<file path="config.mk">
export PLATFORM = sky130hd
export DESIGN_NAME = icache_replacement
export DESIGN_NICKNAME = d
export VERILOG_FILES = /design/src/rtl/icache_addr_pkg.sv /design/src/rtl/icache_replacement.sv
export VERILOG_INCLUDE_DIRS = /design/src /design/src/rtl
export SDC_FILE = /design/constraint.sdc
export NUM_CORES = 1
export LEC_CHECK = 0
export BUFFER_PORTS_ARGS = -buffer_cell sky130_fd_sc_hd__buf_2
export CORE_MARGIN = 4
export CORE_UTILIZATION = 40
export DETAILED_ROUTE_END_ITERATION = 6
export PLACE_DENSITY = 0.56
export SYNTH_ARGS = -nofsm -noshare
export SYNTH_HDL_FRONTEND = slang
export SYNTH_SLANG_ARGS = --single-unit
</file>
<file path="constraint.sdc">
create_clock -name clk -period 1.7 [get_ports clk]
set_input_delay 0.17 -clock clk [delete_from_list [all_inputs] [get_ports clk]]
set_output_delay 0.17 -clock clk [all_outputs]
set_load 0.02 [all_outputs]
</file>
<file path="src/rtl/icache_consts.svh">
`ifndef ICACHE_CONSTS_SVH
`define ICACHE_CONSTS_SVH

// address split, tag + index + byte offset = 32
`define CACHE_T 24
`define CACHE_S 4
`define CACHE_B 4

// sets addressed by the index field
`define SET_NUM (1 << `CACHE_S)

// associativity
`define CACHE_E 2

// 32-bit words in one line
`define LINE_WORDS 4

// word requests that may be unanswered during a refill
`define MAX_OUTSTANDING 4

`endif

</file>
<file path="src/rtl/icache_addr_pkg.sv">
`default_nettype none
`include "icache_consts.svh"

package icache_addr_pkg;

	// upper address bits kept per line
	typedef logic [`CACHE_T-1:0] tag_t;

	// set select
	typedef logic [`CACHE_S-1:0] index_t;

	// word number inside a line
	// byte bits [1:0] are not part of it
	typedef logic [`CACHE_B-3:0] word_off_t;

	// one instruction word
	typedef logic [31:0] word_t;

	// whole line, packed
	// word 0 sits in bits [31:0], word 1 above it, and so on
	typedef logic [`LINE_WORDS*32-1:0] line_t;

	// way number, two ways so a single bit
	typedef logic way_t;

endpackage

`default_nettype wire

</file>
<file path="src/rtl/icache_replacement.sv">
`timescale 1ns/1ps
`default_nettype none
`include "icache_consts.svh"

module icache_replacement
	import icache_addr_pkg::*;
(
	input logic clk,
	input logic reset,
	input index_t index,
	input logic fill_en,
	output way_t victim
);

	// one pointer bit per set, names the way to evict next
	logic [`SET_NUM-1:0] ptr_q;

	// victim for the set currently addressed
	assign victim = way_t'(ptr_q[index]);

	// round robin, every fill of a set moves its pointer to the other way
	always_ff @(posedge clk)
	begin
		if (reset)
		begin
			ptr_q <= '0;
		end
		else if (fill_en)
		begin
			ptr_q[index] <= ~ptr_q[index];
		end
	end

endmodule

`default_nettype wire

</file>
# Yosys cells after proc, flatten, opt, wreduce, memory -nomap -nowiden
# Cells that the tools add are included.
classes:
  n_reduce_logical: 1
  n_addsub: 0
  n_shift: 0
  bitwise_logic: 1
  magnitude_cmp: 2
  muxes: 5
  multipliers: 0
  n_eq_ne: 0
  div_mod_pow: 0
op_table:
  columns: ["cell", "n"]
  rows:
  - ["$bwmux 16", 1]
  - ["$lt 4x5->1 const B", 1]
  - ["$bmux 1 s4", 1]
  - ["$demux 1 s4", 1]
  - ["$ge 4x1->1 const B", 1]
  - ["$mux 1", 2]
  - ["$logic_and 1x1->1", 1]
  - ["$not 1->1", 1]
word_totals:
  latch_bits: 0
  romBits: 0
  ff_bits: 16
  n_memories: 0
  ram_bits: 0

# Longest topological paths before layout
# Gate-level depths: netlist (run 1).
depth:
  depth_word: 5
  mapped_depth: 5

# Least setup slack after synthesis (run 1)
# Ideal clock, no wire load.
synth_timing:
  kind: "input to output"
  start: "in index[0]"
  end: "out victim"
  arrival_ns: 1.161
  cell_stages: 4
  required_time_ns: 1.530
  slack_ns: 0.369
  cell_sequence: "buf_6 -> mux4_2 -> a22oi_1 -> nand2_1"
synth_between:
  elab_chain_len: 2
synth_rtl:
  columns: ["element", "line", "text"]
  rows:
  - ["from (decl)", "icache_replacement.sv:10", "input index_t index,"]
  - ["$bmux 1 s4", "icache_replacement.sv:19", "assign victim = way_t'(ptr_q[index]);"]
  - ["$mux 1 (implied by the code)", "icache_replacement.sv:19", null]
  - ["to (decl)", "icache_replacement.sv:12", "output way_t victim"]
# No other way between the ends. The select of a mux whose other input is x is not followed.

# Worst setup path after layout (run 1)
layout_timing:
  start: "reg ptr_q[7]"
  end: "out victim"
layout_between:
  elab_chain_len: 2
layout_rtl:
  columns: ["element", "line", "text"]
  rows:
  - ["from (decl)", "icache_replacement.sv:16", "logic [`SET_NUM-1:0] ptr_q;"]
  - ["from (signal, indexed assignment)", "icache_replacement.sv:30", "ptr_q[index] <= ~ptr_q[index];"]
  - ["$bmux 1 s4", "icache_replacement.sv:19", null]
  - ["$mux 1 (implied by the code)", "icache_replacement.sv:19", null]
# No other way between the ends. The select of a mux whose other input is x is not followed.

==> results of run 1 <==
power by group through the flow:
stage	logic (mW)	registers [mW]	clock network [mW]
2_1_floorplan	0.0603	0.394	0
3_3_place_gp	0.0786	0.396	0
3_5_place_dp	0.0800	0.396	0
4_1_cts	0.0839	0.387	0.203
5_1_grt	0.0933	0.388	0.224
6_report	0.0852	0.387	0.198
through the flow:
step	hold slack [ps]	TNS [ps]
after floorplan	466	0
after global placement	499	0
after detailed placement	511	0
after CTS	260	-11.7
after global routing	270	-64.4
final	262	-13.6
synth_stat cells:
master | n | area share (%)
a21oi_1 | 16 | 11
a22oi_1 | 2 | 2.0
a311oi_1 | 16 | 18
and2_1 | 1 | 0.82
and3_2 | 1 | 0.99
and3b_2 | 2 | 2.6
buf_1 | 4 | 2.0
buf_2 | 4 | 2.6
buf_6 | 1 | 1.5
clkbuf_1 | 1 | 0.49
dfxtp_1 | 16 | 42
mux4_2 | 4 | 12
nand2_1 | 1 | 0.49
nor2_1 | 1 | 0.49
nor2b_1 | 2 | 1.6
nor3b_2 | 1 | 1.6
final timing paths:
check	start	slack (ps)	endpoint
hold reg to reg	ptr_q[2]$_SDFFE_PP0P_	520	ptr_q[2]$_SDFFE_PP0P_
hold / removal	reset	260	ptr_q[15]$_SDFFE_PP0P_
setup reg to reg	ptr_q[7]$_SDFFE_PP0P_	290	ptr_q[5]$_SDFFE_PP0P_
setup / recovery	ptr_q[7]$_SDFFE_PP0P_	-10	victim
final cells by class:
| class | count | area [sq um] |
|---|---|---|
| fill | 176 | 891 |
| multi-input combinational | 47 | 397 |
| sequential | 16 | 320 |
| timing repair buffer | 16 | 103 |
| tap | 25 | 31.3 |
| clock buffer | 3 | 22.5 |
routing by layer:
layer  wire, um  up-vias
met5          0        -
met4         35        0
met3        104        4
met2        739       14
met1        836      300
li1           -      314
timing repair:
item | in CTS | in global routing
setup buffers | 3 | 1
setup endpoints to repair | 1 | 1
resized for setup | 1 | 0
cloned | 0 | 0
hold buffers | 0 | 0
cells by family (layout without fill, tap and decap cells):
logic type	Yosys count	count (layout)	share of synthesized area, %
AOI/OAI and AO/OA	34	34	30.9
DFF	16	16	42.0
buffers and inverters	10	19	6.57
and+or+nand+nor	9	9	8.70
muxes	4	4	11.8
==> summary.txt, run 1 <==
Global route
  – Gr usage total: 15.3%
  – First-pass GRT wire length: 2930 um
  – Antenna violations before repair: 0
  – GR Util met1: 21.0%
  – GR Overflow Total: 0
  – Largest net degree at the start of global routing: 17
  – Vias in the first global route: 581
  – Grt met3 use: 6.02%
  – Top Usage Layer GRT: met1
  – Met2 GRT Util: 21.0%

Clock network
  – Worst skew pair latency: 290 ps
  – CTS tree: done
  – CTS H-tree depth: 1
  – Root Buffer: clkbuf_4
  – Clock Tree Buf Depth: 2
  – Reg clk slew, reported paths: 90 ps
  – Clock sinks: 16
  – Inserted Clock Buffers: 3

Die
  – Die Y: 51.6 um
  – Core area: 1760 sq um
  – Die width: 51.6 um
  – Starting Density: 43.2%
  – Die area: 2670 sq um
  – # IOs: 8
  – Num rows: 15

Worst hold path
  – Hold Path Depth: 2
  – Hold Crit Class: in -> reg

Cells and area
  – Area growth syn-to-layout: 14.6%
  – Commonest cells after routing, fill and taps aside: 16 x a21oi_1, 16 x a311oi_1, 16 x dfxtp_1
  – N_diodes: 0
  – Max reg flops: 16
  – Fraction of layout instances using a drive strength above 1: 34.1%
  – Util after Layout: 49.5%
  – Final std cells w/o fill: 107
  – Design area: 873 sq um
  – Nets@finish: 91
  – Reg with most FFs: ptr_q
  – Largest regs: ptr_q: 16 flops

Route
  – Via density: 5.91
  – Final Routed Wirelength: 1720 um
  – DR DRC count: 0
  – Vias: 632
  – Pre-Repair DR Iteration Count: 4
  – WL/cell: 16.0 um
  – Antenna-violating nets left: 0
  – Starting DRT DRC Count: 20

STA
  – FMAX: 584 MHz
  – Period minus WS final: 1710 ps
  – Final hold vios: 0
  – Period utilization: 101%
  – RSZ-0062 raised after global routing: true
  – Slew at the pin closest to its max-slew limit: 508 ps
  – Final setup vio count: 1
  – Setup ws final: -13.6 ps
  – Clk_skew: 8.23 ps
  – Slew Viols, Final: 0
  – Relative slew margins: 66.0%

Worst setup path
  – Crit-path max FO: 2
  – Critical setup path kind: reg -> out
  – CP startpoint kind: flip-flop
  – Stages on the worst setup path: 4
  – Worst path bufs/invs: 1
  – WP data arrival: 1540 ps
  – CP cell instances: mux4_2 -> a22oi_2 -> nand2_1 -> buf_2
  – Delay of the slowest critical-path stage: 500 ps
  – CP top delay family: multiplexers
  – CP Capture Type: output pin
  – Slowest CP cell: mux4_2
  – Worst endpoint required time: 1530 ps
  – Reg2Reg Depth: 4

Outcome
  – Status: complete, but fails checks
  – Violated checks: negative setup slack

Power
  – Power share of the combinational group: 12.7%
  – Sequential power share: 57.7%
  – Internal power: 0.501 mW
  – Pwr/cell area: 768 nW/um^2
  – Switching part of the total power: 25.2%
  – P_sw: 0.169 mW
  – Pwr Total: 0.670 mW
  – Clock power frac: 29.5%
  – Static Leak: 0.301 nW
  – Worst VDD drop: 0.000418 V

Synthesis
  – Syn Inst Count: 73
  – Yosys cell types: 16
  – Synthesized area: 762 sq um
  – Net count after synthesis: 80
  – Flops & latches, synth: 16
  – Avg Cell Area, Syn: 10.4 sq um
  – Sequential share of the synthesized area: 42.0%
  – Synth Warn #: 0

Flow run
  – Max_cap viols: 0

Placed design
  – Placed Cells: 100
  – Final Wtd Congestion: 0.693
  – Buffers on Ports: 7
  – Pre-CTS setup slack: 95.9 ps
  – DP HPWL: 1180 um
  – Post-DP Area: 816 sq um
(Power assumes the default switching activity.)
==> run 2: changes to the inputs <==
==> constraint.sdc (replaced) <==
create_clock -name clk -period 1.92 [get_ports clk]
set_input_delay 0.192 -clock clk [delete_from_list [all_inputs] [get_ports clk]]
set_output_delay 0.192 -clock clk [all_outputs]
set_load 0.02 [all_outputs]
==> run 2 against run 1 <==
  * The flow now finishes without violations
  * Register-to-register slack improved by 410 ps
  * Critical path depth unchanged
  * Worst hold slack better by 2.7 ps
  * Utilization fell by 2.5 points
  * Die area unchanged
  * Total power decreased by 5.9%
  * Critical path type unchanged
  * Largest cell class unchanged
==> summary.txt, run 2 (synthesized netlist as in run 1, its figures left out) <==
Clock network
  – Root Buffer: clkbuf_4 (unchanged)
  – CTS Hold Bufs: 0 (unchanged)
  – Worst skew pair latency: 290 ps (about the same)
  – Reg clk slew, reported paths: 100 ps (was 90 ps)
  – Clock Tree Buf Depth: 2 (unchanged)
  – Post-CTS Setup Inserts: 0 (was 3)
  – Inserted Clock Buffers: 3 (unchanged)
  – CTS tree: done (unchanged)
  – Post-CTS resize count: 0 (was 1)
  – CTS H-tree depth: 1 (unchanged)
  – Clock sinks: 16 (unchanged)

Cells and area
  – Fraction of layout instances using a drive strength above 1: 27.6% (was 34.1%)
  – Largest regs: ptr_q: 16 flops (unchanged)
  – Area growth syn-to-layout: 8.87% (was 14.6%)
  – Nets@finish: 84 (was 91)
  – Final std cells w/o fill: 101 (was 107)
  – N_diodes: 0 (unchanged)
  – Reg with most FFs: ptr_q (unchanged)
  – Max reg flops: 16 (unchanged)
  – Commonest cells after routing, fill and taps aside: 16 x a21oi_1, 16 x a311oi_1, 16 x dfxtp_1 (unchanged)

Worst setup path
  – Slowest CP cell: mux4_2 (unchanged)
  – CP cell instances: mux4_2 -> a22oi_1 -> nand2_1 -> buf_2 (was mux4_2 -> a22oi_2 -> nand2_1 -> buf_2)
  – CP top delay family: multiplexers (unchanged)
  – Crit-path max FO: 5 (was 2)
  – Delay of the slowest critical-path stage: 530 ps (was 500 ps)
  – Worst path bufs/invs: 1 (unchanged)
  – Critical setup path kind: reg -> out (unchanged)
  – Worst endpoint required time: 1730 ps (was 1530 ps)
  – CP startpoint kind: flip-flop (unchanged)
  – WP data arrival: 1620 ps (was 1540 ps)
  – CP Capture Type: output pin (unchanged)

STA
  – RSZ-0062 raised after global routing: false (was true)
  – Slew Viols, Final: 0 (unchanged)
  – Clk_skew: 11.1 ps (was 8.23 ps)
  – Hold slack: 264 ps (was 262 ps)
  – Period utilization: 94.4%
  – Relative slew margins: 65.4% (was 66.0%)
  – Setup ws final: 108 ps (was -13.6 ps)
  – Final setup vio count: 0 (was 1)
  – Final hold vios: 0 (unchanged)
  – Period minus WS final: 1810 ps
  – FMAX: 552 MHz
  – Post-route setup TNS: 0 ps (was -13.6 ps)
  – Slew at the pin closest to its max-slew limit: 518 ps (was 508 ps)

Power
  – Pwr/cell area: 761 nW/um^2 (was 768 nW/um^2)
  – Static Leak: 0.270 nW (was 0.301 nW)
  – Worst VDD drop: 0.000443 V (was 0.000418 V)
  – Pwr Total: 0.631 mW (was 0.670 mW)

Placed design
  – Final Wtd Congestion: 0.693 (about the same)
  – Pre-CTS setup slack: 273 ps (was 95.9 ps)
  – DP HPWL: 1070 um (was 1180 um)
  – Placed Cells: 97 (was 100)
  – Buffers on Ports: 7 (unchanged)

Route
  – Final Routed Wirelength: 1520 um (was 1720 um)
  – Antenna-violating nets left: 0 (unchanged)
  – Pre-Repair DR Iteration Count: 4 (unchanged)
  – WL/cell: 15.0 um (was 16.0 um)
  – Starting DRT DRC Count: 16 (was 20)
  – DR DRC count: 0 (unchanged)
  – Via density: 6.04 (was 5.91)
  – Vias: 610 (was 632)

Outcome
  – Status: finished clean (was complete, but fails checks)

Global route
  – Gr usage total: 13.3% (was 15.3%)
  – GR Overflow Total: 0 (unchanged)
  – Top Usage Layer GRT: met1 (unchanged)
  – GR Util met1: 19.0% (was 21.0%)
  – Met2 GRT Util: 18.2% (was 21.0%)
  – Vias in the first global route: 506 (was 581)
  – Grt met3 use: 5.16% (was 6.02%)
  – First-pass GRT wire length: 2570 um (was 2930 um)
  – Largest net degree at the start of global routing: 17 (unchanged)
  – Antenna violations before repair: 0 (unchanged)

Die
  – Core area: 1760 sq um (unchanged)
  – Starting Density: 43.2% (unchanged)
  – Num rows: 15 (unchanged)
  – Die area: 2670 sq um (unchanged)
  – Die Y: 51.6 um (unchanged)
  – Die width: 51.6 um (unchanged)
  – # IOs: 8 (unchanged)

Flow run
  – Max_cap viols: 0 (unchanged)

Worst hold path
  – Hold Crit Class: in -> reg (unchanged)
## run 2: path summary, 6_finish.rpt
kind,start,endpoint,slack (ps),cells past startpoint
hold / removal,reset,ptr_q[8]$_SDFFE_PP0P_,260,2
setup / recovery,ptr_q[7]$_SDFFE_PP0P_,victim,110,4
setup reg to reg,ptr_q[8]$_SDFFE_PP0P_,ptr_q[10]$_SDFFE_PP0P_,700,2
hold reg to reg,ptr_q[3]$_SDFFE_PP0P_,ptr_q[3]$_SDFFE_PP0P_,520,2
## run 2: routing by layer
layer | part of all wire, % | vias up
li1 | - | 309
met1 | 52 | 281
met2 | 41 | 16
met3 | 5.5 | 4
met4 | 1.5 | 0
met5 | 0 | -
## run 2: final cells by class
type / instances / area [sq um]
clock buffer: 4 / 36.3
fill: 185 / 935
multi-input combinational: 47 / 392
sequential: 16 / 320
tap: 25 / 31.3
timing repair buffer: 9 / 50.0
## run 2: report_power, final
part	total, mW	switching [mW]	internal, mW
Clock	0.221	0.105	0.116
Combinational	0.0672	0.0407	0.0266
Sequential	0.343	0.00376	0.339
Total	0.631	0.150	0.481
## run 2: through the flow
stage | area (sq um) | utilization (%)
CTS | 830 | 47.0
global route | 830 | 47.0
finish | 830 | 47.0
floorplan | 762 | -
detailed placement | 793 | 45.0
global placement | 793 | 45.0
