$ cat src/rtl/icache_consts.svh
`ifndef ICACHE_CONSTS_SVH
`define ICACHE_CONSTS_SVH

// address split, tag + index + byte offset = 32
`define CACHE_T 24
`define CACHE_S 4
`define CACHE_B 4

// sets addressed by the index field
`define SET_NUM (1 << `CACHE_S)

// associativity
`define CACHE_E 2

// 32-bit words in one line
`define LINE_WORDS 4

// word requests that may be unanswered during a refill
`define MAX_OUTSTANDING 4

`endif

$ cat src/rtl/icache_addr_pkg.sv
`default_nettype none
`include "icache_consts.svh"

package icache_addr_pkg;

	// upper address bits kept per line
	typedef logic [`CACHE_T-1:0] tag_t;

	// set select
	typedef logic [`CACHE_S-1:0] index_t;

	// word number inside a line
	// byte bits [1:0] are not part of it
	typedef logic [`CACHE_B-3:0] word_off_t;

	// one instruction word
	typedef logic [31:0] word_t;

	// whole line, packed
	// word 0 sits in bits [31:0], word 1 above it, and so on
	typedef logic [`LINE_WORDS*32-1:0] line_t;

	// way number, two ways so a single bit
	typedef logic way_t;

endpackage

`default_nettype wire

$ cat src/rtl/icache_ctrl_pkg.sv
`default_nettype none
`include "icache_consts.svh"

package icache_ctrl_pkg;

	// miss handling states
	// LOOKUP answers hits, REFILL waits for the line, FILL writes it
	typedef enum logic [1:0]
	{
		LOOKUP,
		REFILL,
		FILL
	} ctrl_state_t;

	// command to the refill buffer, START is a one cycle pulse
	typedef enum logic
	{
		NONE,
		START
	} refill_cmd_t;

endpackage

`default_nettype wire

$ cat src/rtl/icache_refill_if.sv
`timescale 1ns/1ps
`default_nettype none
`include "icache_consts.svh"

interface icache_refill_if
	import icache_addr_pkg::*, icache_ctrl_pkg::*;
();

	// request side, from the controller
	refill_cmd_t cmd;
	// byte address of word 0 of the missing line
	logic [31:0] base;

	// result side, from the refill buffer
	// done pulses once the last word has landed in line
	logic done;
	line_t line;

	modport buffer (
		input cmd, base,
		output done, line
	);

	modport ctrl (
		output cmd, base,
		input done, line
	);

endinterface

`default_nettype wire

$ cat src/rtl/icache_refill_buffer.sv
`timescale 1ns/1ps
`default_nettype none
`include "icache_consts.svh"

module icache_refill_buffer
	import icache_addr_pkg::*, icache_ctrl_pkg::*;
(
	input logic clk,
	input logic reset,
	icache_refill_if.buffer refill,
	output logic mem_req,
	output logic [31:0] mem_read_addr,
	input logic [31:0] mem_read_data,
	input logic mem_addr_ok,
	input logic mem_data_ok
);

	// counters need one bit more than the index to reach the full count
	localparam int CNT_W = $clog2(`LINE_WORDS) + 1;
	localparam int OUT_W = $clog2(`MAX_OUTSTANDING) + 1;

	logic active_q;
	logic done_q;
	logic [CNT_W-1:0] issued_q;
	logic [CNT_W-1:0] returned_q;
	logic [OUT_W-1:0] pending_q;
	logic [31:0] base_q;
	line_t line_q;
	logic accept;
	logic ret;
	logic last;

	// request while words remain and the in-flight window has room
	// pending only drops while waiting, so mem_req holds until accepted
	assign mem_req = active_q && (issued_q < CNT_W'(`LINE_WORDS))
		&& (pending_q < OUT_W'(`MAX_OUTSTANDING));

	// word address follows the issue count, stays put until mem_addr_ok
	assign mem_read_addr = {base_q[31:`CACHE_B], word_off_t'(issued_q), 2'b00};

	assign accept = mem_req && mem_addr_ok;
	assign ret = active_q && mem_data_ok;
	assign last = ret && (returned_q == CNT_W'(`LINE_WORDS - 1));

	assign refill.done = done_q;
	assign refill.line = line_q;

	always_ff @(posedge clk)
	begin
		if (reset)
		begin
			active_q <= 1'b0;
			done_q <= 1'b0;
			issued_q <= '0;
			returned_q <= '0;
			pending_q <= '0;
		end
		else
		begin
			// done lines up with the cycle where the last word is in line_q
			done_q <= last;
			if (refill.cmd == START)
			begin
				active_q <= 1'b1;
				issued_q <= '0;
				returned_q <= '0;
				pending_q <= '0;
			end
			else
			begin
				if (accept)
					issued_q <= issued_q + 1'b1;
				if (ret)
					returned_q <= returned_q + 1'b1;
				// accept and return in the same cycle leave the count alone
				if (accept && !ret)
					pending_q <= pending_q + 1'b1;
				else if (!accept && ret)
					pending_q <= pending_q - 1'b1;
				if (last)
					active_q <= 1'b0;
			end
		end
	end

	// line base and gathered words
	// memory answers in order, so the return count is the word offset
	always_ff @(posedge clk)
	begin
		if (refill.cmd == START)
			base_q <= refill.base;
		if (ret)
			line_q[word_off_t'(returned_q)*32 +: 32] <= mem_read_data;
	end

endmodule

`default_nettype wire

$ cat src/flat_wrapper.sv
// flat-port wrapper written by rule: the top's interface ports become plain ports
module icache_refill_buffer_flat import icache_addr_pkg::*, icache_ctrl_pkg::*;
  (clk, reset, mem_req, mem_read_addr, mem_read_data, mem_addr_ok, mem_data_ok, refill_cmd, refill_base, refill_done, refill_line);
  icache_refill_if refill_i ();
  input logic clk;
  input logic reset;
  output logic mem_req;
  output logic [31:0] mem_read_addr;
  input logic [31:0] mem_read_data;
  input logic mem_addr_ok;
  input logic mem_data_ok;
  input wire logic [$bits(refill_i.cmd)-1:0] refill_cmd;
  input wire logic [$bits(refill_i.base)-1:0] refill_base;
  output wire logic [$bits(refill_i.done)-1:0] refill_done;
  output wire logic [$bits(refill_i.line)-1:0] refill_line;
  assign refill_i.cmd = refill_cmd;
  assign refill_i.base = refill_base;
  assign refill_done = refill_i.done;
  assign refill_line = refill_i.line;
  icache_refill_buffer u_core (.clk(clk), .reset(reset), .refill(refill_i), .mem_req(mem_req), .mem_read_addr(mem_read_addr), .mem_read_data(mem_read_data), .mem_addr_ok(mem_addr_ok), .mem_data_ok(mem_data_ok));
endmodule
$ cat config.mk
export PLATFORM = sky130hd
export DESIGN_NAME = icache_refill_buffer_flat
export DESIGN_NICKNAME = d
export VERILOG_FILES = /design/src/rtl/icache_addr_pkg.sv /design/src/rtl/icache_ctrl_pkg.sv /design/src/rtl/icache_refill_if.sv /design/src/rtl/icache_refill_buffer.sv /design/src/flat_wrapper.sv
export VERILOG_INCLUDE_DIRS = /design/src /design/src/rtl
export SDC_FILE = /design/constraint.sdc
export NUM_CORES = 1
export LEC_CHECK = 0
export CELL_PAD_IN_SITES_DETAIL_PLACEMENT = 0
export CELL_PAD_IN_SITES_GLOBAL_PLACEMENT = 2
export CORE_MARGIN = 3
export CORE_UTILIZATION = 45
export CTS_CLUSTER_DIAMETER = 100
export DETAILED_ROUTE_END_ITERATION = 6
export DONT_BUFFER_PORTS = 1
export HOLD_SLACK_MARGIN = 0.03
export PLACE_DENSITY_LB_ADDON = 0.1
export SLEW_MARGIN = 10
export SYNTH_ARGS = -nofsm -noshare
export SYNTH_HDL_FRONTEND = slang
export SYNTH_SLANG_ARGS = --single-unit
$ cat constraint.sdc
create_clock -name clk -period 4.8 [get_ports clk]
set_input_delay 0.24 -clock clk [delete_from_list [all_inputs] [get_ports clk]]
set_output_delay 0.24 -clock clk [all_outputs]
set_load 0.02 [all_outputs]
Word level (Yosys, flattened, before mapping)
Index checks and enable logic that the tools add are counted.
- add/subtract/negate cells: 5
- order comparisons: 2
- shift operators: 2
- reductions and logical operators: 12
- equal/unequal tests: 1
- bitwise operators: 0
- divide/modulo/power cells: 0
- $mul: 0
- muxes and demuxes: 5
- operators by type and width (kind ; number):
    128-bit bitwise mux ; 1
    32-bit by 34-bit variable shift with 128-bit output (first input constant) ; 1
    32-bit by 34-bit variable part select with 128-bit output ; 1
    7-bit negation with 34-bit output ; 1
    3-bit by 1-bit adder with 3-bit output (second input constant) ; 3
    1-bit logical AND ; 7
    3-bit less-than comparator (second input constant) ; 2
    3-bit two-way mux ; 2
    2-bit nonzero test ; 2
    3-bit by 2-bit == test with 1-bit output (second input constant) ; 1
    3-bit by 1-bit subtractor with 3-bit output (second input constant) ; 1
    1-bit zero test ; 2
    1-bit two-way mux ; 2
    2-bit OR reduction ; 1
- register bits after elaboration: 171
- latch bits: 0
- bits in writable memories: 0
- memories kept: 0
- logic and storage cells: 34
- ROM bits: 0

Longest topological paths before layout
- word-level depth: 8
- depth in mapped cells: 8
- depth with buffers taken out: 7

Worst setup path after synthesis
OpenSTA, ideal clock, no wires.
- path kind: register to register
- from: reg u_core.pending_q[2]
- to: reg u_core.pending_q[2]
- stages on the path, launching flop included: 8
- data arrival time: 1.803 ns
- required time: 4.730 ns
- path slack: 2.927 ns
- library setup time: 0.070 ns
- cell sequence: dfxtp_1 and4bb_2 ha_1 inv_1 fa_1 xor2_1 or3_1 a21oi_1
- longest elaborated chain between the ends: 6
- elaborated cells between the ends (all ways): 11
- classes of those cells: add/sub (2); order compare (1); mux (2); reduce/logical (6)
- ends and longest elaborated chain (what ; line ; text):
    from (decl) ; icache_refill_buffer.sv:26 ; logic [OUT_W-1:0] pending_q;
    from (signal assigned) ; icache_refill_buffer.sv:77 ; pending_q <= pending_q + 1'b1;
    from (signal assigned) ; icache_refill_buffer.sv:79 ; pending_q <= pending_q - 1'b1;
    3-bit less-than comparator * ; icache_refill_buffer.sv:36 ; && (pending_q < OUT_W'(`MAX_OUTSTANDING));
    1-bit logical AND * ; icache_refill_buffer.sv:35 ; assign mem_req = active_q && (issued_q < CNT_W'(`LINE_WORDS))
    1-bit logical AND * ; icache_refill_buffer.sv:41 ; assign accept = mem_req && mem_addr_ok;
    net u_core.accept ; icache_refill_buffer.sv:29 ; logic accept;
    1-bit zero test ; icache_refill_buffer.sv:78 ; else if (!accept && ret)
    1-bit logical AND ; icache_refill_buffer.sv:78 ;
    2-bit nonzero test (no source line) ; n/a ;
Mark *: on every way through the listed nets, which the timed path passes. The rest lies on a longest branch. The select of a mux whose other input is x is not followed.
A chain may end at the register's enable or synchronous reset.

Worst setup path after layout
- from: reg u_core.returned_q[0]
- to: reg u_core.line_q[39], in the netlist u_core.refill.line[39], data pin
- longest elaborated chain between the ends: 3
- elaborated cells between the ends (all ways): 4
- classes of those cells: add/sub (1); shift (2); mux (1)
- ends and longest elaborated chain (what ; line ; text):
    from (decl) ; icache_refill_buffer.sv:25 ; logic [CNT_W-1:0] returned_q;
    from (signal assigned) ; icache_refill_buffer.sv:74 ; returned_q <= returned_q + 1'b1;
    7-bit negation with 34-bit output * ; icache_refill_buffer.sv:93 ; line_q[word_off_t'(returned_q)*32 +: 32] <= mem_read_data;
    32-bit by 34-bit variable part select with 128-bit output or 32-bit by 34-bit variable shift with 128-bit output (tied branches) ; icache_refill_buffer.sv:93 ;
    128-bit bitwise mux * ; icache_refill_buffer.sv:93 ;
    to (signal, indexed assignment) ; icache_refill_buffer.sv:93 ;
    to (decl) ; icache_refill_buffer.sv:28 ; line_t line_q;
Every way passes the cells marked *; elsewhere a longest branch is shown, timed or not.

==> flow_metrics.env <==
export IMPL_status="completed"
export IMPL_fill_cells=1080
export IMPL_syn_to_final_growth_pct=21.3
export IMPL_fin_crit_ns=2.45
export IMPL_netSwitchingFraction=0.214
export IMPL_seq_power_share=0.566
export IMPL_cts_buffer_depth=2
export IMPL_vias_per_cell=5.05
export IMPL_grt_pass1_vias=3271
export IMPL_cp_slowest_cell="nor3b_4"
export IMPL_fin_crit_sh=0.510
export IMPL_fmax_mhz=409
export IMPL_hold_class="in2reg"
export IMPL_r2r_slack_ns=2.35
export IMPL_die_h_um=124
export IMPL_synth_top_area_share=0.752
export IMPL_yosysTopAreaCell="edfxtp_1"
export IMPL_yosys_register_bits=167
export IMPL_antenna_found_initial=1
export IMPL_h_tree_depth=4
export IMPL_cp_cell_sequence="inv_2 > ha_1 > nor3b_4 > buf_4 > and2_1"
export IMPL_dp_hpwl_um=8300
export IMPL_finalHoldViolations=0
export IMPL_wire_per_inst_um=22.4
export IMPL_synthesis_area_um2=6230
export IMPL_grt_max_degree=33
export IMPL_power_internal_mw=2.33
export IMPL_initial_core_util=0.465
export IMPL_ir_worst_vdd_mv=0.211
export IMPL_cp_end_kind="flop"
export IMPL_gp_congestion=0.684
export IMPL_vias=3139
export IMPL_powerDensity_nw_per_um2=393
export IMPL_finalSetupViolations=0
export IMPL_cts_resized=0
export IMPL_yosys_top_cells_count="156 x edfxtp_1, 100 x and2_1, 28 x and2_2"
export IMPL_rsz0062_at_grt="no"
export IMPL_n_antenna_cell=0
export IMPL_io_buffers=0
export IMPL_synthFlopType="edfxtp_1"
export IMPL_critPathMaxFanout=17
export IMPL_r2r_end="u_core.refill.line[39]"
export IMPL_gr_usage_all_layers=0.185
export IMPL_leakagePower_nw=2.58
export IMPL_maxCapViolCount=0
export IMPL_drt_wl_total_um=13900
export IMPL_numCtsBuffers=17
export IMPL_cp_required_ns=5.08
export IMPL_clk_pin_slew_ns=0.06
export IMPL_power_frac_clock=0.395
export IMPL_finalNetCount=512
export IMPL_ff_latch_area_um2=4900
export IMPL_first_pass_iters=4
export IMPL_critical_path_startpoint_type="flop"
export IMPL_rows=42
export IMPL_reg2reg_depth=5
export IMPL_cp_top_family="simple AND/OR/NAND/NOR gates"
export IMPL_r2r_start="u_core.returned_q[0]"
export IMPL_die_x_um=124
export IMPL_hold_path_depth=2
export IMPL_combPwrFrac=0.039
export IMPL_critPathBufInv=2
export IMPL_root_buffer="clkbuf_16"
export IMPL_synth_most_common_cell="edfxtp_1"
export IMPL_yosysWarnings=0
export IMPL_netlist_instances=365
export IMPL_multiInputGateArea_um2=1240
export IMPL_async_flop_share=0
export IMPL_syn_avg_cell_area_um2=17.1
export IMPL_tns_ns=0
export IMPL_cts_hold_buffers=64
export IMPL_drt_iter0_markers=262
export IMPL_relSlewSlack=0.386
export IMPL_postCtsSetupBuffers=0
export IMPL_core_um2=13400
export IMPL_p_sw_mw=0.636
export IMPL_maxSlewViolCount=0
export IMPL_overflow=0
export IMPL_cts_tree="done"
export IMPL_min_from="mem_data_ok"
export IMPL_hold_end="u_core.refill.done"
export IMPL_route_detailed_drc=0
export IMPL_clock_latency_ns=0.42
export IMPL_arrival_ns=2.73
export IMPL_clock_skew_ns=0.00912
export IMPL_die_area_um2=15300
export IMPL_io_pins=231
export IMPL_drive_gt1_frac=0.152
export IMPL_fin_util=0.564
export IMPL_yosys_cell_types_count=28
export IMPL_grt_first_pass_wirelength_um=20000
export IMPL_ant_nets=0
export IMPL_yosysSeqAreaShare=0.787
export IMPL_synth_edf_count=156
export IMPL_synth_area_top_cells="edfxtp_1 75%, and2_1 10%, dfxtp_1 3.5%, and2_2 3.4%, ha_1 1.6%"
export IMPL_path_class="reg2reg"
export IMPL_slowest_delay_ns=0.66
export IMPL_cts_sinks=167
export IMPL_tightestPinTransition_ns=0.920
## worst max path at each step
| stage | start | end | slack, ns | cells past startpoint |
|---|---|---|---|---|
| global placement | u_core.returned_q[0] | u_core.refill.line[39] | 2.30 | 5 |
| finish | u_core.returned_q[0] | u_core.refill.line[39] | 2.35 | 5 |
| global route | u_core.returned_q[0] | u_core.refill.line[48] | 2.21 | 5 |
| floorplan | u_core.pending_q[2] | u_core.pending_q[2] | 2.93 | 7 |
| CTS | u_core.returned_q[0] | u_core.refill.line[39] | 2.29 | 5 |
| detailed placement | u_core.returned_q[0] | u_core.refill.line[45] | 2.31 | 5 |
## registers in the layout, indices dropped and copies added, names as in the netlist
register	cells
u_core.active_q	1
u_core.base_q	28
u_core.issued_q	3
u_core.pending_q	3
u_core.refill.done	1
u_core.refill.line	128
u_core.returned_q	3
## kinds of logic (layout without fill, tap and decap cells)
kind of cell	Yosys count	in the layout	share of synthesized area
DFF	167	167	0.787
AOI/OAI and AO/OA	7	7	0.00622
buffers and inverters	23	103	0.0181
and+or+nand+nor	152	152	0.160
muxes	2	2	0.00321
adders and majority gates	9	9	0.0193
xor gates and xnor gates	4	4	0.00562
other	1	2	0.000602
## placed cells by master (no fill, tap or decap), drive strengths merged, types with 3 or more instances in the layout
master and n:
clkbuf 21, ha 8, inv 5, a21oi 5, edfxtp 156, dfxtp 11, nor2 7, and3 4
nor3b 5, nand2 3, clkinv 6, clkinvlp 3, buf 5, and2 128, dlygate4sd3 63
## per-stage QoR
step	area [um^2]	hold slack [ns]	std cells	setup slack (ns)	power (mW)
after global routing	7560	0.103	622	2.21	3.07
after CTS	7560	0.0725	622	2.29	2.99
after floorplan	6240	0.312	366	2.93	1.75
after global placement	6410	0.316	527	2.30	1.77
after detailed placement	6410	0.317	527	2.31	1.77
final	7560	0.0910	622	2.35	2.97
## power groups by stage
stage / clock [mW] / sequential [mW] / combinational, mW
after CTS: 1.20 / 1.68 / 0.117
after global routing: 1.26 / 1.68 / 0.128
after floorplan: 0 / 1.70 / 0.0489
after global placement: 0 / 1.71 / 0.0587
final: 1.17 / 1.68 / 0.115
after detailed placement: 0 / 1.71 / 0.0600
## layer usage
layer,global-route usage,up-vias,part of all wire
met5,0,-,0.00093
met4,0.0671,2,0.017
met3,0.0854,18,0.099
met2,0.298,149,0.50
met1,0.219,1552,0.39
li1,-,1418,-
## final cells by class
class,count,area share
flip-flops and latches,167,0.649
inverters,4,0.00199
clock buffers,21,0.0582
clock inverters,10,0.00761
multi-input cells,176,0.164
repair buffers,68,0.0900
well taps,176,0.0291
(Power assumes the default switching activity.)
