==> src/rtl/icache_consts.svh <==
`ifndef ICACHE_CONSTS_SVH
`define ICACHE_CONSTS_SVH

// address split, tag + index + byte offset = 32
`define CACHE_T 24
`define CACHE_S 4
`define CACHE_B 4

// sets addressed by the index field
`define SET_NUM (1 << `CACHE_S)

// associativity
`define CACHE_E 2

// 32-bit words in one line
`define LINE_WORDS 4

// word requests that may be unanswered during a refill
`define MAX_OUTSTANDING 4

`endif

==> src/rtl/icache_addr_pkg.sv <==
`default_nettype none
`include "icache_consts.svh"

package icache_addr_pkg;

	// upper address bits kept per line
	typedef logic [`CACHE_T-1:0] tag_t;

	// set select
	typedef logic [`CACHE_S-1:0] index_t;

	// word number inside a line
	// byte bits [1:0] are not part of it
	typedef logic [`CACHE_B-3:0] word_off_t;

	// one instruction word
	typedef logic [31:0] word_t;

	// whole line, packed
	// word 0 sits in bits [31:0], word 1 above it, and so on
	typedef logic [`LINE_WORDS*32-1:0] line_t;

	// way number, two ways so a single bit
	typedef logic way_t;

endpackage

`default_nettype wire

==> src/rtl/icache_ctrl_pkg.sv <==
`default_nettype none
`include "icache_consts.svh"

package icache_ctrl_pkg;

	// miss handling states
	// LOOKUP answers hits, REFILL waits for the line, FILL writes it
	typedef enum logic [1:0]
	{
		LOOKUP,
		REFILL,
		FILL
	} ctrl_state_t;

	// command to the refill buffer, START is a one cycle pulse
	typedef enum logic
	{
		NONE,
		START
	} refill_cmd_t;

endpackage

`default_nettype wire

==> src/rtl/icache_array_if.sv <==
`timescale 1ns/1ps
`default_nettype none
`include "icache_consts.svh"

interface icache_array_if
	import icache_addr_pkg::*;
();

	// lookup address, from the controller
	index_t index;
	tag_t tag;
	word_off_t offset;

	// line write, from the controller
	logic fill_en;
	way_t fill_way;
	line_t fill_line;

	// lookup result, from the way array
	logic hit;
	way_t hit_way;
	word_t rdata;

	modport array (
		input index, tag, offset, fill_en, fill_way, fill_line,
		output hit, hit_way, rdata
	);

	modport ctrl (
		output index, tag, offset, fill_en, fill_way, fill_line,
		input hit, hit_way, rdata
	);

endinterface

`default_nettype wire

==> src/rtl/icache_refill_if.sv <==
`timescale 1ns/1ps
`default_nettype none
`include "icache_consts.svh"

interface icache_refill_if
	import icache_addr_pkg::*, icache_ctrl_pkg::*;
();

	// request side, from the controller
	refill_cmd_t cmd;
	// byte address of word 0 of the missing line
	logic [31:0] base;

	// result side, from the refill buffer
	// done pulses once the last word has landed in line
	logic done;
	line_t line;

	modport buffer (
		input cmd, base,
		output done, line
	);

	modport ctrl (
		output cmd, base,
		input done, line
	);

endinterface

`default_nettype wire

==> src/rtl/icache_controller.sv <==
`timescale 1ns/1ps
`default_nettype none
`include "icache_consts.svh"

module icache_controller
	import icache_addr_pkg::*, icache_ctrl_pkg::*;
(
	input logic clk,
	input logic reset,
	input logic cpu_req,
	input logic [31:0] instr_addr,
	output logic cpu_addr_ok,
	output logic cpu_data_ok,
	output logic [31:0] instr_rdata,
	input way_t victim,
	icache_array_if.ctrl array,
	icache_refill_if.ctrl refill
);

	ctrl_state_t state_q;
	ctrl_state_t state_d;
	refill_cmd_t cmd_q;
	way_t victim_q;
	logic [31:0] base_q;
	tag_t cur_tag;
	index_t cur_index;
	word_off_t cur_off;
	logic in_lookup;
	logic miss;

	// live address fields
	assign cur_tag = instr_addr[31 -: `CACHE_T];
	assign cur_index = instr_addr[`CACHE_B +: `CACHE_S];
	assign cur_off = instr_addr[`CACHE_B-1:2];

	// fill writes the line captured at miss time
	assign array.index = (state_q == FILL) ? base_q[`CACHE_B +: `CACHE_S] : cur_index;
	assign array.tag = (state_q == FILL) ? base_q[31 -: `CACHE_T] : cur_tag;
	assign array.offset = cur_off;
	assign array.fill_en = (state_q == FILL);
	assign array.fill_way = victim_q;
	assign array.fill_line = refill.line;

	assign refill.cmd = cmd_q;
	assign refill.base = base_q;

	// cpu is only answered from LOOKUP, hit gives address and data together
	assign in_lookup = (state_q == LOOKUP);
	assign miss = in_lookup && cpu_req && !array.hit;
	assign cpu_addr_ok = in_lookup && cpu_req && array.hit;
	assign cpu_data_ok = in_lookup && cpu_req && array.hit;
	assign instr_rdata = array.rdata;

	always_comb
	begin
		state_d = state_q;
		case (state_q)
			LOOKUP:
				if (miss)
					state_d = REFILL;
			REFILL:
				if (refill.done)
					state_d = FILL;
			// one cycle write, then the retried lookup hits
			FILL:
				state_d = LOOKUP;
			default:
				state_d = LOOKUP;
		endcase
	end

	always_ff @(posedge clk)
	begin
		if (reset)
		begin
			state_q <= LOOKUP;
			cmd_q <= NONE;
		end
		else
		begin
			state_q <= state_d;
			// START shows in the first REFILL cycle
			cmd_q <= miss ? START : NONE;
		end
	end

	// victim fixed at miss time, pointer may not move before the fill anyway
	always_ff @(posedge clk)
	begin
		if (miss)
		begin
			victim_q <= victim;
			base_q <= {instr_addr[31:`CACHE_B], {`CACHE_B{1'b0}}};
		end
	end

endmodule

`default_nettype wire

==> src/flat_wrapper.sv <==
// flat-port wrapper written by rule: the top's interface ports become plain ports
module icache_controller_flat import icache_addr_pkg::*, icache_ctrl_pkg::*;
  (clk, reset, cpu_req, instr_addr, cpu_addr_ok, cpu_data_ok, instr_rdata, victim, array_index, array_tag, array_offset, array_fill_en, array_fill_way, array_fill_line, array_hit, array_hit_way, array_rdata, refill_cmd, refill_base, refill_done, refill_line);
  icache_array_if array_i ();
  icache_refill_if refill_i ();
  input logic clk;
  input logic reset;
  input logic cpu_req;
  input logic [31:0] instr_addr;
  output logic cpu_addr_ok;
  output logic cpu_data_ok;
  output logic [31:0] instr_rdata;
  input way_t victim;
  output wire logic [$bits(array_i.index)-1:0] array_index;
  output wire logic [$bits(array_i.tag)-1:0] array_tag;
  output wire logic [$bits(array_i.offset)-1:0] array_offset;
  output wire logic [$bits(array_i.fill_en)-1:0] array_fill_en;
  output wire logic [$bits(array_i.fill_way)-1:0] array_fill_way;
  output wire logic [$bits(array_i.fill_line)-1:0] array_fill_line;
  input wire logic [$bits(array_i.hit)-1:0] array_hit;
  input wire logic [$bits(array_i.hit_way)-1:0] array_hit_way;
  input wire logic [$bits(array_i.rdata)-1:0] array_rdata;
  output wire logic [$bits(refill_i.cmd)-1:0] refill_cmd;
  output wire logic [$bits(refill_i.base)-1:0] refill_base;
  input wire logic [$bits(refill_i.done)-1:0] refill_done;
  input wire logic [$bits(refill_i.line)-1:0] refill_line;
  assign array_index = array_i.index;
  assign array_tag = array_i.tag;
  assign array_offset = array_i.offset;
  assign array_fill_en = array_i.fill_en;
  assign array_fill_way = array_i.fill_way;
  assign array_fill_line = array_i.fill_line;
  assign array_i.hit = array_hit;
  assign array_i.hit_way = array_hit_way;
  assign array_i.rdata = array_rdata;
  assign refill_cmd = refill_i.cmd;
  assign refill_base = refill_i.base;
  assign refill_i.done = refill_done;
  assign refill_i.line = refill_line;
  icache_controller u_core (.clk(clk), .reset(reset), .cpu_req(cpu_req), .instr_addr(instr_addr), .cpu_addr_ok(cpu_addr_ok), .cpu_data_ok(cpu_data_ok), .instr_rdata(instr_rdata), .victim(victim), .array(array_i), .refill(refill_i));
endmodule
==> config.mk <==
export PLATFORM = sky130hd
export DESIGN_NAME = icache_controller_flat
export DESIGN_NICKNAME = d
export VERILOG_FILES = /design/src/rtl/icache_addr_pkg.sv /design/src/rtl/icache_ctrl_pkg.sv /design/src/rtl/icache_array_if.sv /design/src/rtl/icache_refill_if.sv /design/src/rtl/icache_controller.sv /design/src/flat_wrapper.sv
export VERILOG_INCLUDE_DIRS = /design/src /design/src/rtl
export SDC_FILE = /design/constraint.sdc
export NUM_CORES = 1
export LEC_CHECK = 0
export BUFFER_PORTS_ARGS = -buffer_cell sky130_fd_sc_hd__buf_2
export CAP_MARGIN = 20
export CORE_AREA = 10 10 155 157
export DETAILED_ROUTE_END_ITERATION = 16
export DIE_AREA = 0 0 165 167
export SETUP_SLACK_MARGIN = 0.15
export SYNTH_ARGS = -nofsm -noshare
export SYNTH_HDL_FRONTEND = slang
export SYNTH_SLANG_ARGS = --single-unit
export TNS_END_PERCENT = 1
==> constraint.sdc <==
create_clock -name clk -period 13.3 [get_ports clk]
set_clock_uncertainty 0.2 [all_clocks]
set_input_delay 1.33 -clock clk [delete_from_list [all_inputs] [get_ports clk]]
set_output_delay 1.33 -clock clk [all_outputs]
set_load 0.02 [all_outputs]
* After elaboration in Yosys (flattened, before gate mapping)
Cells that the tools add are included.
** Storage, ports and cells
- Logic and storage cells :: 20
- Output and inout port bits :: 227
- Bits in registers :: 32
- Bits of input ports :: 199
** Cells by class
- Reductions and logical operators :: 6
- Eq/ne operators :: 4
- Muxes and demuxes :: 6
** Operator list (count)
- 24-bit 2-to-1 mux :: 1
- 2-bit 2-to-1 mux :: 2
- 4-bit 2-to-1 mux :: 1
- 2-bit != test, second input constant :: 2
- 2-bit one-hot mux with 2 select lines :: 1
- 1-bit logical AND :: 3
- 2-bit by 1-bit equality test with 1-bit output, second input constant :: 1
- 2-bit equality test, second input constant :: 1
- 2-bit zero test :: 1
- 2-bit AND reduction :: 1
- 1-bit zero test :: 1
- 1-bit 2-to-1 mux :: 1

* Depth between registers and ports, before layout
Gate-level depths: netlist of the first run.
- Word-level depth :: 5
- Mapped depth :: 4

* Worst setup path after synthesis of the first run
Ideal clock, no wire load.
- Path kind :: input-to-reg
- From :: in array_hit
- To :: reg u_core.victim_q (netlist: u_core.array.fill_way) (enable)
- Cell stages on the path :: 1
- Arrival time :: 4.492 ns
- Buffers on the path :: 0
- Slack :: 8.106 ns
- Data required time :: 12.598 ns
- Library setup time :: 0.502 ns
- Cell sequence :: nor4b_1
** Between the ends
- Longest elaborated chain between the ends :: 2
** Ends and longest elaborated chain
- from (decl) :: line flat_wrapper.sv:20 : input wire logic [$bits(array_i.hit)-1:0] array_hit;
- 1-bit zero test :: line icache_controller.sv:49 : assign miss = in_lookup && cpu_req && !array.hit;
- 1-bit logical AND :: line icache_controller.sv:49
- to (signal assigned) :: line icache_controller.sv:92 : victim_q <= victim;
- to (decl) :: line icache_controller.sv:23 : way_t victim_q;
No other way between the ends.
A chain may end at the register's enable or synchronous reset.

* Worst setup path in the final report of the first run
- From :: reg u_core.state_q[1]
- To :: out array_tag[5]
** Between the ends
- Longest elaborated chain between the ends :: 2
** Ends and longest elaborated chain
- from (decl) :: line icache_controller.sv:20 : ctrl_state_t state_q;
- from (signal assigned) :: line icache_controller.sv:81 : state_q <= state_d;
- 2-bit equality test :: line icache_controller.sv:38 : assign array.tag = (state_q == FILL) ? base_q[31 -: `CACHE_T] : cur_tag;
- 24-bit 2-to-1 mux :: line icache_controller.sv:38
- to (decl) :: line flat_wrapper.sv:15 : output wire logic [$bits(array_i.tag)-1:0] array_tag;
No other way between the ends.

==> results of run 1 <==
layout make-up:
cell class              count  area (um^2)  area share (%)
flip-flops and latches     32          931            40.0
repair buffers             95          478            20.5
well taps                 275          344            14.8
clock buffers               5          125            5.38
clock inverters             2         7.51           0.323
multi-input cells          42          440            18.9
power groups by stage:
stage / Clock [uW] / Sequential, uW / Combinational (uW)
after floorplan: 0 / 125 / 90.9
after global placement: 0 / 119 / 40.9
after detailed placement: 0 / 119 / 41.2
after CTS: 110 / 117 / 41.3
after global routing: 114 / 118 / 43.5
final: 104 / 117 / 40.2
final timing paths:
kind | from | end | slack [ns] | depth (start not counted)
max | u_core.state_q[1] | array_tag[5] | 9.65 | 3
max reg2reg | u_core.state_q[0] | u_core.array.fill_way | 11.71 | 2
min | u_core.state_q[1] | u_core.state_q[1] | 0.33 | 1
min reg2reg | u_core.state_q[1] | u_core.state_q[1] | 0.33 | 1
flip-flops by register name, indices dropped and copies added, names as in the netlist:
register and flops:
u_core.refill.cmd 1, u_core.refill.base 28, u_core.state_q 2, u_core.array.fill_way 1
routing by layer:
metal  global-route usage [%]  vias up  wire [um]
met2                     9.26      229       4080
met3                     8.95       54       3130
met4                     4.66        2        607
li1                         -      483          -
met5                    0.945        -         35
met1                     3.33      522       1830
stage by stage:
| stage | utilization [%] | total power (uW) | cells | hold slack, ns | area, um^2 |
|---|---|---|---|---|---|
| detailed placement | 10.5 | 161 | 444 | 0.328 | 2190 |
| global placement | 10.5 | 160 | 444 | 0.321 | 2190 |
| global route | 11.2 | 276 | 451 | 0.359 | 2330 |
| CTS | 11.2 | 269 | 451 | 0.332 | 2330 |
| floorplan | - | 216 | 244 | 0.262 | 2660 |
| finish | 11.2 | 262 | 451 | 0.332 | 2330 |
cell usage in the layout, fill, tap and decap left out, drive strengths merged:
cell	n
a211oi	1
buf	95
clkbuf	5
clkinv	2
conb	4
dfxtp	3
edfxtp	29
mux2	28
nand2	2
nor2b	2
nor3	2
nor4b	1
or2b	1
or3b	1
cell families after synthesis:
kind of cell | after synthesis
DFF | 32
AOI/OAI and AO/OA | 1
and+or+nand+nor | 9
muxes | 28
buffers and inverters | 170
other | 1
==> results.toml, run 1 <==
[power_and_ir_drop]
p_comb_share_pct = 15.4
internal_power_uw = 198
clkPwrFrac_pct = 39.8
pwr-share-seq_pct = 44.8
ir_drop_mv = 0.0337
leakage_uw = 0.000904
p_sw_uw = 64.4
switching_share_pct = 24.6
powerDensity_nw_per_um2 = 113

[critical_path]
start_kind = "register"
critical_path_class = "reg2out"
path_buf_inv = 1
crit_family = "simple AND/OR/NAND/NOR gates"
path_cells = "nor2b_4 > mux2_2 > buf_2"
cp.required_ns = 11.77
crit_path_end_kind = "output pin"
max_stage_delay_ns = 0.81
critical_path_arrival_ns = 2.12
critPathMaxFanout = 29
cp_slowest_cell = "nor2b_4"

[synth]
synth-xor-area-share_pct = 0
synth_top_cells_by_count = "168 x buf_4, 29 x edfxtp_1, 19 x mux2_2, 9 x mux2_4, 3 x dfxtp_1"
synth-seq-area-share_pct = 35.2
synth_simple_gate_area_share_pct = 2.36
synthMuxAreaShare_pct = 13.2
syn_area_um2 = 2650
synthAdderAreaFrac_pct = 0
synth-seq-cells = 32
synth_edf_count = 29
synth.most_common_cell = "buf_4"
synth_top_area_share_pct = 47.7
synthArstFlopShare_pct = 0
synthFlopType = "edfxtp_1"
yosys_warnings = 0
synth_top_family_by_area = "buffers and inverters"
synth_compound_area_share_pct = 0.284
avgSynthCellArea_um2 = 11.0
ys_top_cells_by_area = "buf_4 48%, edfxtp_1 33%, mux2_2 8.1%, mux2_4 5.1%, dfxtp_1 2.3%"
yosysUniqueCellTypes = 16
synth_cells = 241
yosys.area.top_type = "buf_4"

[placed_design]
pre_cts_ws_ns = 9.89
io_buffer_count = 94
dp_hpwl_um = 8620
place.gp.congestion = 0.806

[sta]
fmax_mhz = 274
worst_slack_ns = 9.65
hold_viol = 0
final.period_utilization_pct = 27.4
setup_violations = 0
post-route-min-period_ns = 3.65
tightest_slew_ns = 0.962
slew_headroom_pct = 35.7
grt_setup_unrepaired = "false"
slew_violations = 0
fin_tns_setup_ns = 0

[drt]
wirelength_um = 9690
postRouteAntennaNets = 0
drc = 0
vias_per_cell = 2.86
initialDrtViolationCount = 44
drt-pass1-iter-count = 4
routedWlPerCell_um = 21.5
vias = 1290

[floorplanning]
die_y_um = 167
rows = 53
start_util_pct = 12.7
dieArea_um2 = 27600
ios = 426
fp.dieW_um = 165
design.core.area_um2 = 20800

[final_layout]
fin_nets = 375
final.fill_count = 2377
syn_to_final_growth_pct = -12.1
num_antenna_cells = 0
drive_gt1_share_pct = 73.9

[global_routing]
overflow = 0
antenna_found_initial = 0
grt_pass1_wl_um = 11900
grt_pass1_vias = 1342
grt_max_degree = 31
grt_usage_pct = 6.31

[clock_network]
clock_sinks = 32
post_cts_buffers = 0
path_clk_slew_ns = 0.05
holdBufCountCts = 0
clockBufferDepth = 2
cts_root_buffer = "clkbuf_16"
cts_tree = "yes"
htreeDepth = 2
numCtsBuffers = 5
clk_latency_ns = 0.27
cts-resized-gates = 0

[job]
cap_violations = 0

[hold_path]
hp-class = "reg2reg"

[run_status]
status = "finished clean"
(Power assumes the default switching activity.)
==> run 2, diff against run 1 <==
--- a/config.mk
+++ b/config.mk
@@ -8,9 +8,9 @@
 export LEC_CHECK = 0
 export BUFFER_PORTS_ARGS = -buffer_cell sky130_fd_sc_hd__buf_2
 export CAP_MARGIN = 20
-export CORE_AREA = 10 10 155 157
+export CORE_AREA = 10 10 156 158
 export DETAILED_ROUTE_END_ITERATION = 16
-export DIE_AREA = 0 0 165 167
+export DIE_AREA = 0 0 166 168
 export SETUP_SLACK_MARGIN = 0.15
 export SYNTH_ARGS = -nofsm -noshare
 export SYNTH_HDL_FRONTEND = slang
==> constraint.sdc (replaced) <==
create_clock -name clk -period 3.4 [get_ports clk]
set_clock_uncertainty 0.2 [all_clocks]
set_input_delay 0.34 -clock clk [delete_from_list [all_inputs] [get_ports clk]]
set_output_delay 0.34 -clock clk [all_outputs]
set_load 0.02 [all_outputs]
==> run 2 against run 1 <==
Cell count is 1.6% higher. Worst hold slack worse by 0.29 ns. Non-clock buffer count is 1 higher. Final area is 1.2% higher. Worst setup slack worse by 8.7 ns. Combinational power grew to 3.9 times the previous value. Die area is 1.2% higher. Global-route usage is 0.32 points lower. Via count is 3.5% higher. Sequential share of layout area is 0.47 points lower. Critical path type unchanged. Power grew to 4.0 times the previous value. Sequential power grew to 3.9 times the previous value.
==> results.toml, run 2 (synthesis results as in run 1) <==
[run_status]
status = "finished clean"

[placed_design]
placed_cell_area_um2 = 2220
dp_hpwl_um = 7750
place.gp.congestion = 0.680
io_buffer_count = 94

[clock_network]
cts-resized-gates = 0
cts_root_buffer = "clkbuf_16"
cts_tree = "yes"
clk_latency_ns = 0.28
clockBufferDepth = 2
numCtsBuffers = 5
post_cts_buffers = 0
holdBufCountCts = 0
path_clk_slew_ns = 0.05
clock_sinks = 32
htreeDepth = 2

[floorplanning]
die_y_um = 168
start_util_pct = 12.4
dieArea_um2 = 27900
fp.dieW_um = 166
ios = 426
rows = 54
design.core.area_um2 = 21400

[final_layout]
final.fill_count = 2468
largest_reg_flops = 28
fin_util_pct = 11.0
fin_area_um2 = 2350
regArea_um2 = 931
multiInputGateArea_um2 = 449
syn_to_final_growth_pct = -11.1
drive_gt1_share_pct = 74.2
layout_commonest_cell = "buf_2"
num_antenna_cells = 0
fin_nets = 376
layout_common_cells = "94 x buf_2, 29 x edfxtp_1, 19 x mux2_2"

[critical_path]
critPathMaxFanout = 29
critical_path_class = "reg2out"
crit_path_end_kind = "output pin"
start_kind = "register"
critical_path_arrival_ns = 1.90
cp.required_ns = 2.86

[global_routing]
grt_max_degree = 31
antenna_found_initial = 0
overflow = 0
grt_pass1_wl_um = 11800
grt_usage_pct = 5.99
grt_pass1_vias = 1444

[sta]
grt_setup_unrepaired = "false"
setup_violations = 0
hold_viol = 0
slew_violations = 0
fin_tns_setup_ns = 0
fmax_mhz = 409
post-route-min-period_ns = 2.44
final.period_utilization_pct = 71.9
hold_slack_ns = 0.0387

[drt]
initialDrtViolationCount = 38
drt-pass1-iter-count = 3
wirelength_um = 8900
routedWlPerCell_um = 19.4
postRouteAntennaNets = 0
vias_per_cell = 2.91
drc = 0
vias = 1335

[hold_path]
hp-class = "in2reg"

[power_and_ir_drop]
leakage_uw = 0.000917
ir_drop_mv = 0.120
powerDensity_nw_per_um2 = 446

[job]
cap_violations = 0
## run 2: cell types whose count changed in the layout (fill, tap and decap cells not counted)
cell	before	now
nor4b_2	1	0
nor4b_4	0	1
clkinv_1	2	0
buf_4	1	2
clkbuf_1	0	2
clkinv_2	0	1
## run 2: critical path, stage by stage, from the launching register on
cell	delay, ns
dfxtp_1	0.44
nor2b_4	0.18
buf_4	0.39
mux2_2	0.40
buf_2	0.16
## run 2: metrics by stage
stage,setup slack [ns],std cells,power [uW]
after CTS,0.908,458,1090
final,0.957,458,1050
after floorplan,0.662,244,843
after global routing,0.814,458,1110
after detailed placement,1.25,450,630
after global placement,1.25,450,628
## run 2: worst paths after layout
path / from / to / slack, ns / cells past startpoint
min reg2reg: u_core.state_q[1] / u_core.state_q[0] / 0.37 / 1
max reg2reg: u_core.state_q[0] / u_core.refill.base[26] / 1.75 / 2
min: victim / u_core.array.fill_way / 0.04 / 1
max: u_core.state_q[1] / array_tag[20] / 0.96 / 4
## run 2: layout make-up
class                           count  share of cell area, %
Sequential cell                    32                   39.6
Timing Repair Buffer               96                   20.6
Multi-Input combinational cell     42                   19.1
Tap cell                          280                   14.9
Clock buffer                        7                   5.64
Clock inverter                      1                  0.213
## run 2: per-layer routing
layer,global-route usage (%),part of all wire (%),vias up
li1,-,-,488
met1,3.89,24,545
met2,7.96,40,210
met3,7.85,27,90
met4,5.43,8.0,2
met5,1.26,0.49,-
## run 2: power breakdown
| part | internal (uW) | total (uW) | switching (uW) |
|---|---|---|---|
| clock | 270 | 432 | 162 |
| sequential | 451 | 460 | 8.90 |
| combinational | 62.4 | 158 | 96.0 |
| total | 783 | 1050 | 267 |
==> run 3, diff against run 2 <==
--- a/config.mk
+++ b/config.mk
@@ -6,11 +6,12 @@
 export SDC_FILE = /design/constraint.sdc
 export NUM_CORES = 1
 export LEC_CHECK = 0
+export ABC_AREA = 1
 export BUFFER_PORTS_ARGS = -buffer_cell sky130_fd_sc_hd__buf_2
 export CAP_MARGIN = 20
-export CORE_AREA = 10 10 156 158
+export CORE_AREA = 10 10 155 157
 export DETAILED_ROUTE_END_ITERATION = 16
-export DIE_AREA = 0 0 166 168
+export DIE_AREA = 0 0 165 167
 export SETUP_SLACK_MARGIN = 0.15
 export SYNTH_ARGS = -nofsm -noshare
 export SYNTH_HDL_FRONTEND = slang
==> constraint.sdc (replaced) <==
create_clock -name clk -period 2.05 [get_ports clk]
set_clock_uncertainty 0.2 [all_clocks]
set_input_delay 0.205 -clock clk [delete_from_list [all_inputs] [get_ports clk]]
set_output_delay 0.205 -clock clk [all_outputs]
set_load 0.02 [all_outputs]
==> run 3 against run 2 <==
Clock-buffer cell count is 1 higher. Final area is 17% higher. Worst hold slack worse by 0.020 ns. Sequential power is 66% higher. Sequential share of layout area is 5.6 points lower. Worst setup slack worse by 0.66 ns.
==> results.toml, run 3 <==
[critical_path]
cp.required_ns = 1.64
r2r_setup_slack_ns = 0.47
path_cells = "inv_2 > nand2_8 > clkinv_8 > buf_12 > nand2_1 > nand2_1 > buf_2"
critical_path_arrival_ns = 1.35
reg2reg_from = "u_core.state_q[1]"
reg2reg_to = "u_core.refill.base[18]"
worstRegToRegCells = 4
critical_path_class = "reg2out"
start_kind = "register"
path_common_cell = "nand2_1"
max_stage_delay_ns = 0.35
crit_path_end_kind = "output pin"
cp_slowest_cell = "dfxtp_2"
critPathMaxFanout = 12

[synth]
syn_area_um2 = 2650
synth-seq-area-share_pct = 35.1
synth_edf_count = 29
synth.most_common_cell = "buf_4"
synth_top_cells_by_count = "167 x buf_4, 84 x nand2_1, 29 x edfxtp_1, 5 x nor2_1, 4 x inv_1"
synthArstFlopShare_pct = 0
synth_top_area_share_pct = 47.3
ys_top_cells_by_area = "buf_4 47%, edfxtp_1 33%, nand2_1 12%, dfxtp_1 2.3%, buf_8 1.1%"
synthFlopType = "edfxtp_1"
synth_cells = 307
yosys_warnings = 0
synth-seq-cells = 32
yosysUniqueCellTypes = 15
avgSynthCellArea_um2 = 8.64
yosys.area.top_type = "buf_4"

[hold_path]
hp-class = "in2reg"
holdPathStages = 3
min-delay-start = "cpu_req"
holdPathEnd = "u_core.refill.cmd"

[clock_network]
clock_sinks = 32
clk_latency_ns = 0.28
numCtsBuffers = 5
clockBufferDepth = 2
htreeDepth = 2
cts_root_buffer = "clkbuf_16"
cts_tree = "yes"
path_clk_slew_ns = 0.06

[sta]
fin_tns_setup_ns = 0
final.period_utilization_pct = 85.7
post-route-min-period_ns = 1.76
slew_violations = 0
setup_violations = 0
hold_viol = 0
grt_setup_unrepaired = "false"
fmax_mhz = 569

[power_and_ir_drop]
leakage_uw = 0.00123
powerDensity_nw_per_um2 = 678
ir_drop_mv = 0.244

[global_routing]
overflow = 0
top_usage_layer = "met2"
grtUsageMet2_pct = 8.65
met1_usage_pct = 5.88
grt_max_degree = 20
grt_pass1_wl_um = 13200
grt_pass1_vias = 1815
use_met3_pct = 5.89
grt_usage_pct = 6.87
antenna_found_initial = 0

[drt]
routedWlPerCell_um = 18.9
initialDrtViolationCount = 66
wirelength_um = 10400
vias_per_cell = 3.05
postRouteAntennaNets = 0
drc = 0
drt-pass1-iter-count = 4
vias = 1689

[final_layout]
fin_util_pct = 13.2
layout_commonest_cell = "buf_2"
syn_to_final_growth_pct = 3.82
num_antenna_cells = 0
final.fill_count = 2385
layout_common_cells = "94 x buf_2, 84 x nand2_1, 32 x dlygate4sd3_1"
drive_gt1_share_pct = 41.0
largest_reg_flops = 28
fin_nets = 476

[job]
cap_violations = 0

[floorplanning]
die_y_um = 167
ios = 426
start_util_pct = 12.7
fp.dieW_um = 165
rows = 53
dieArea_um2 = 27600
design.core.area_um2 = 20800

[run_status]
status = "finished clean"

[placed_design]
place.gp.congestion = 0.608
io_buffer_count = 94
dp_hpwl_um = 7780
## run 3: cell types whose count changed after synthesis, sizes merged, moves of 2 or more
cell,delta
mux2,-28
nor2b,-2
nand2,+85
buf,+2
inv,+6
nor2,+5
nand3,+2
nor3,-2
## run 3: power breakdown
group | internal (uW) | switching, uW
Sequential | 748 | 14.0
Clock | 453 | 318
Combinational | 134 | 199
## run 3: critical path: cells and delay by family, from the launching register on
kind,cells,cell delay [ns]
and+or+nand+nor,3,0.22
DFF,1,0.35
buffers and inverters,4,0.48
## run 3: worst max path at each step
stage	from	endpoint	cells past startpoint
finish	u_core.state_q[0]	array_tag[10]	7
global placement	u_core.state_q[0]	array_tag[0]	6
floorplan	u_core.state_q[1]	u_core.array.fill_way	3
CTS	u_core.state_q[1]	array_tag[0]	6
global route	u_core.state_q[0]	array_tag[10]	7
detailed placement	u_core.state_q[0]	array_tag[4]	6
## run 3: cell families after synthesis
family | synth area share (%)
buffers and inverters | 50.8
flip-flops | 35.1
other | 0.141
AND/OR/NAND/NOR | 13.9
## run 3: routing by layer
metal	share of wire, %	vias up	routed length (um)
li1	-	713	-
met1	31	649	3260
met2	40	199	4140
met3	18	124	1880
met4	10	4	1080
met5	0.78	-	81
## run 3: timing repair
item / 4_1_cts / 5_1_grt
buffers inserted: 0 / 1
hold buffers: 32 / 0
pin swaps: 0 / 1
setup endpoints to repair: 21 / 19
resized for setup: 6 / 5
gates cloned: 0 / 1
endpoints found under the hold margin: 31 / 0
## run 3: final cells by class
type	count	area (um^2)	area share, %
timing repair buffer	133	898	32.6
sequential	32	933	33.9
tap	275	344	12.5
clock buffer	8	136	4.95
multi-input combinational	99	405	14.7
inverter	6	35.0	1.27
## run 3: metrics by stage
step	hold slack (ns)	instance area [um^2]	instances	worst slack (ns)	total power [uW]
6_report	0.0184	2750	553	0.293	1870
2_1_floorplan	0.0773	2670	310	0.163	1400
3_5_place_dp	0.184	2220	511	0.247	1060
5_1_grt	0.0232	2750	553	0.192	1980
3_3_place_gp	0.186	2220	511	0.279	1060
4_1_cts	0.00607	2700	551	0.153	1930
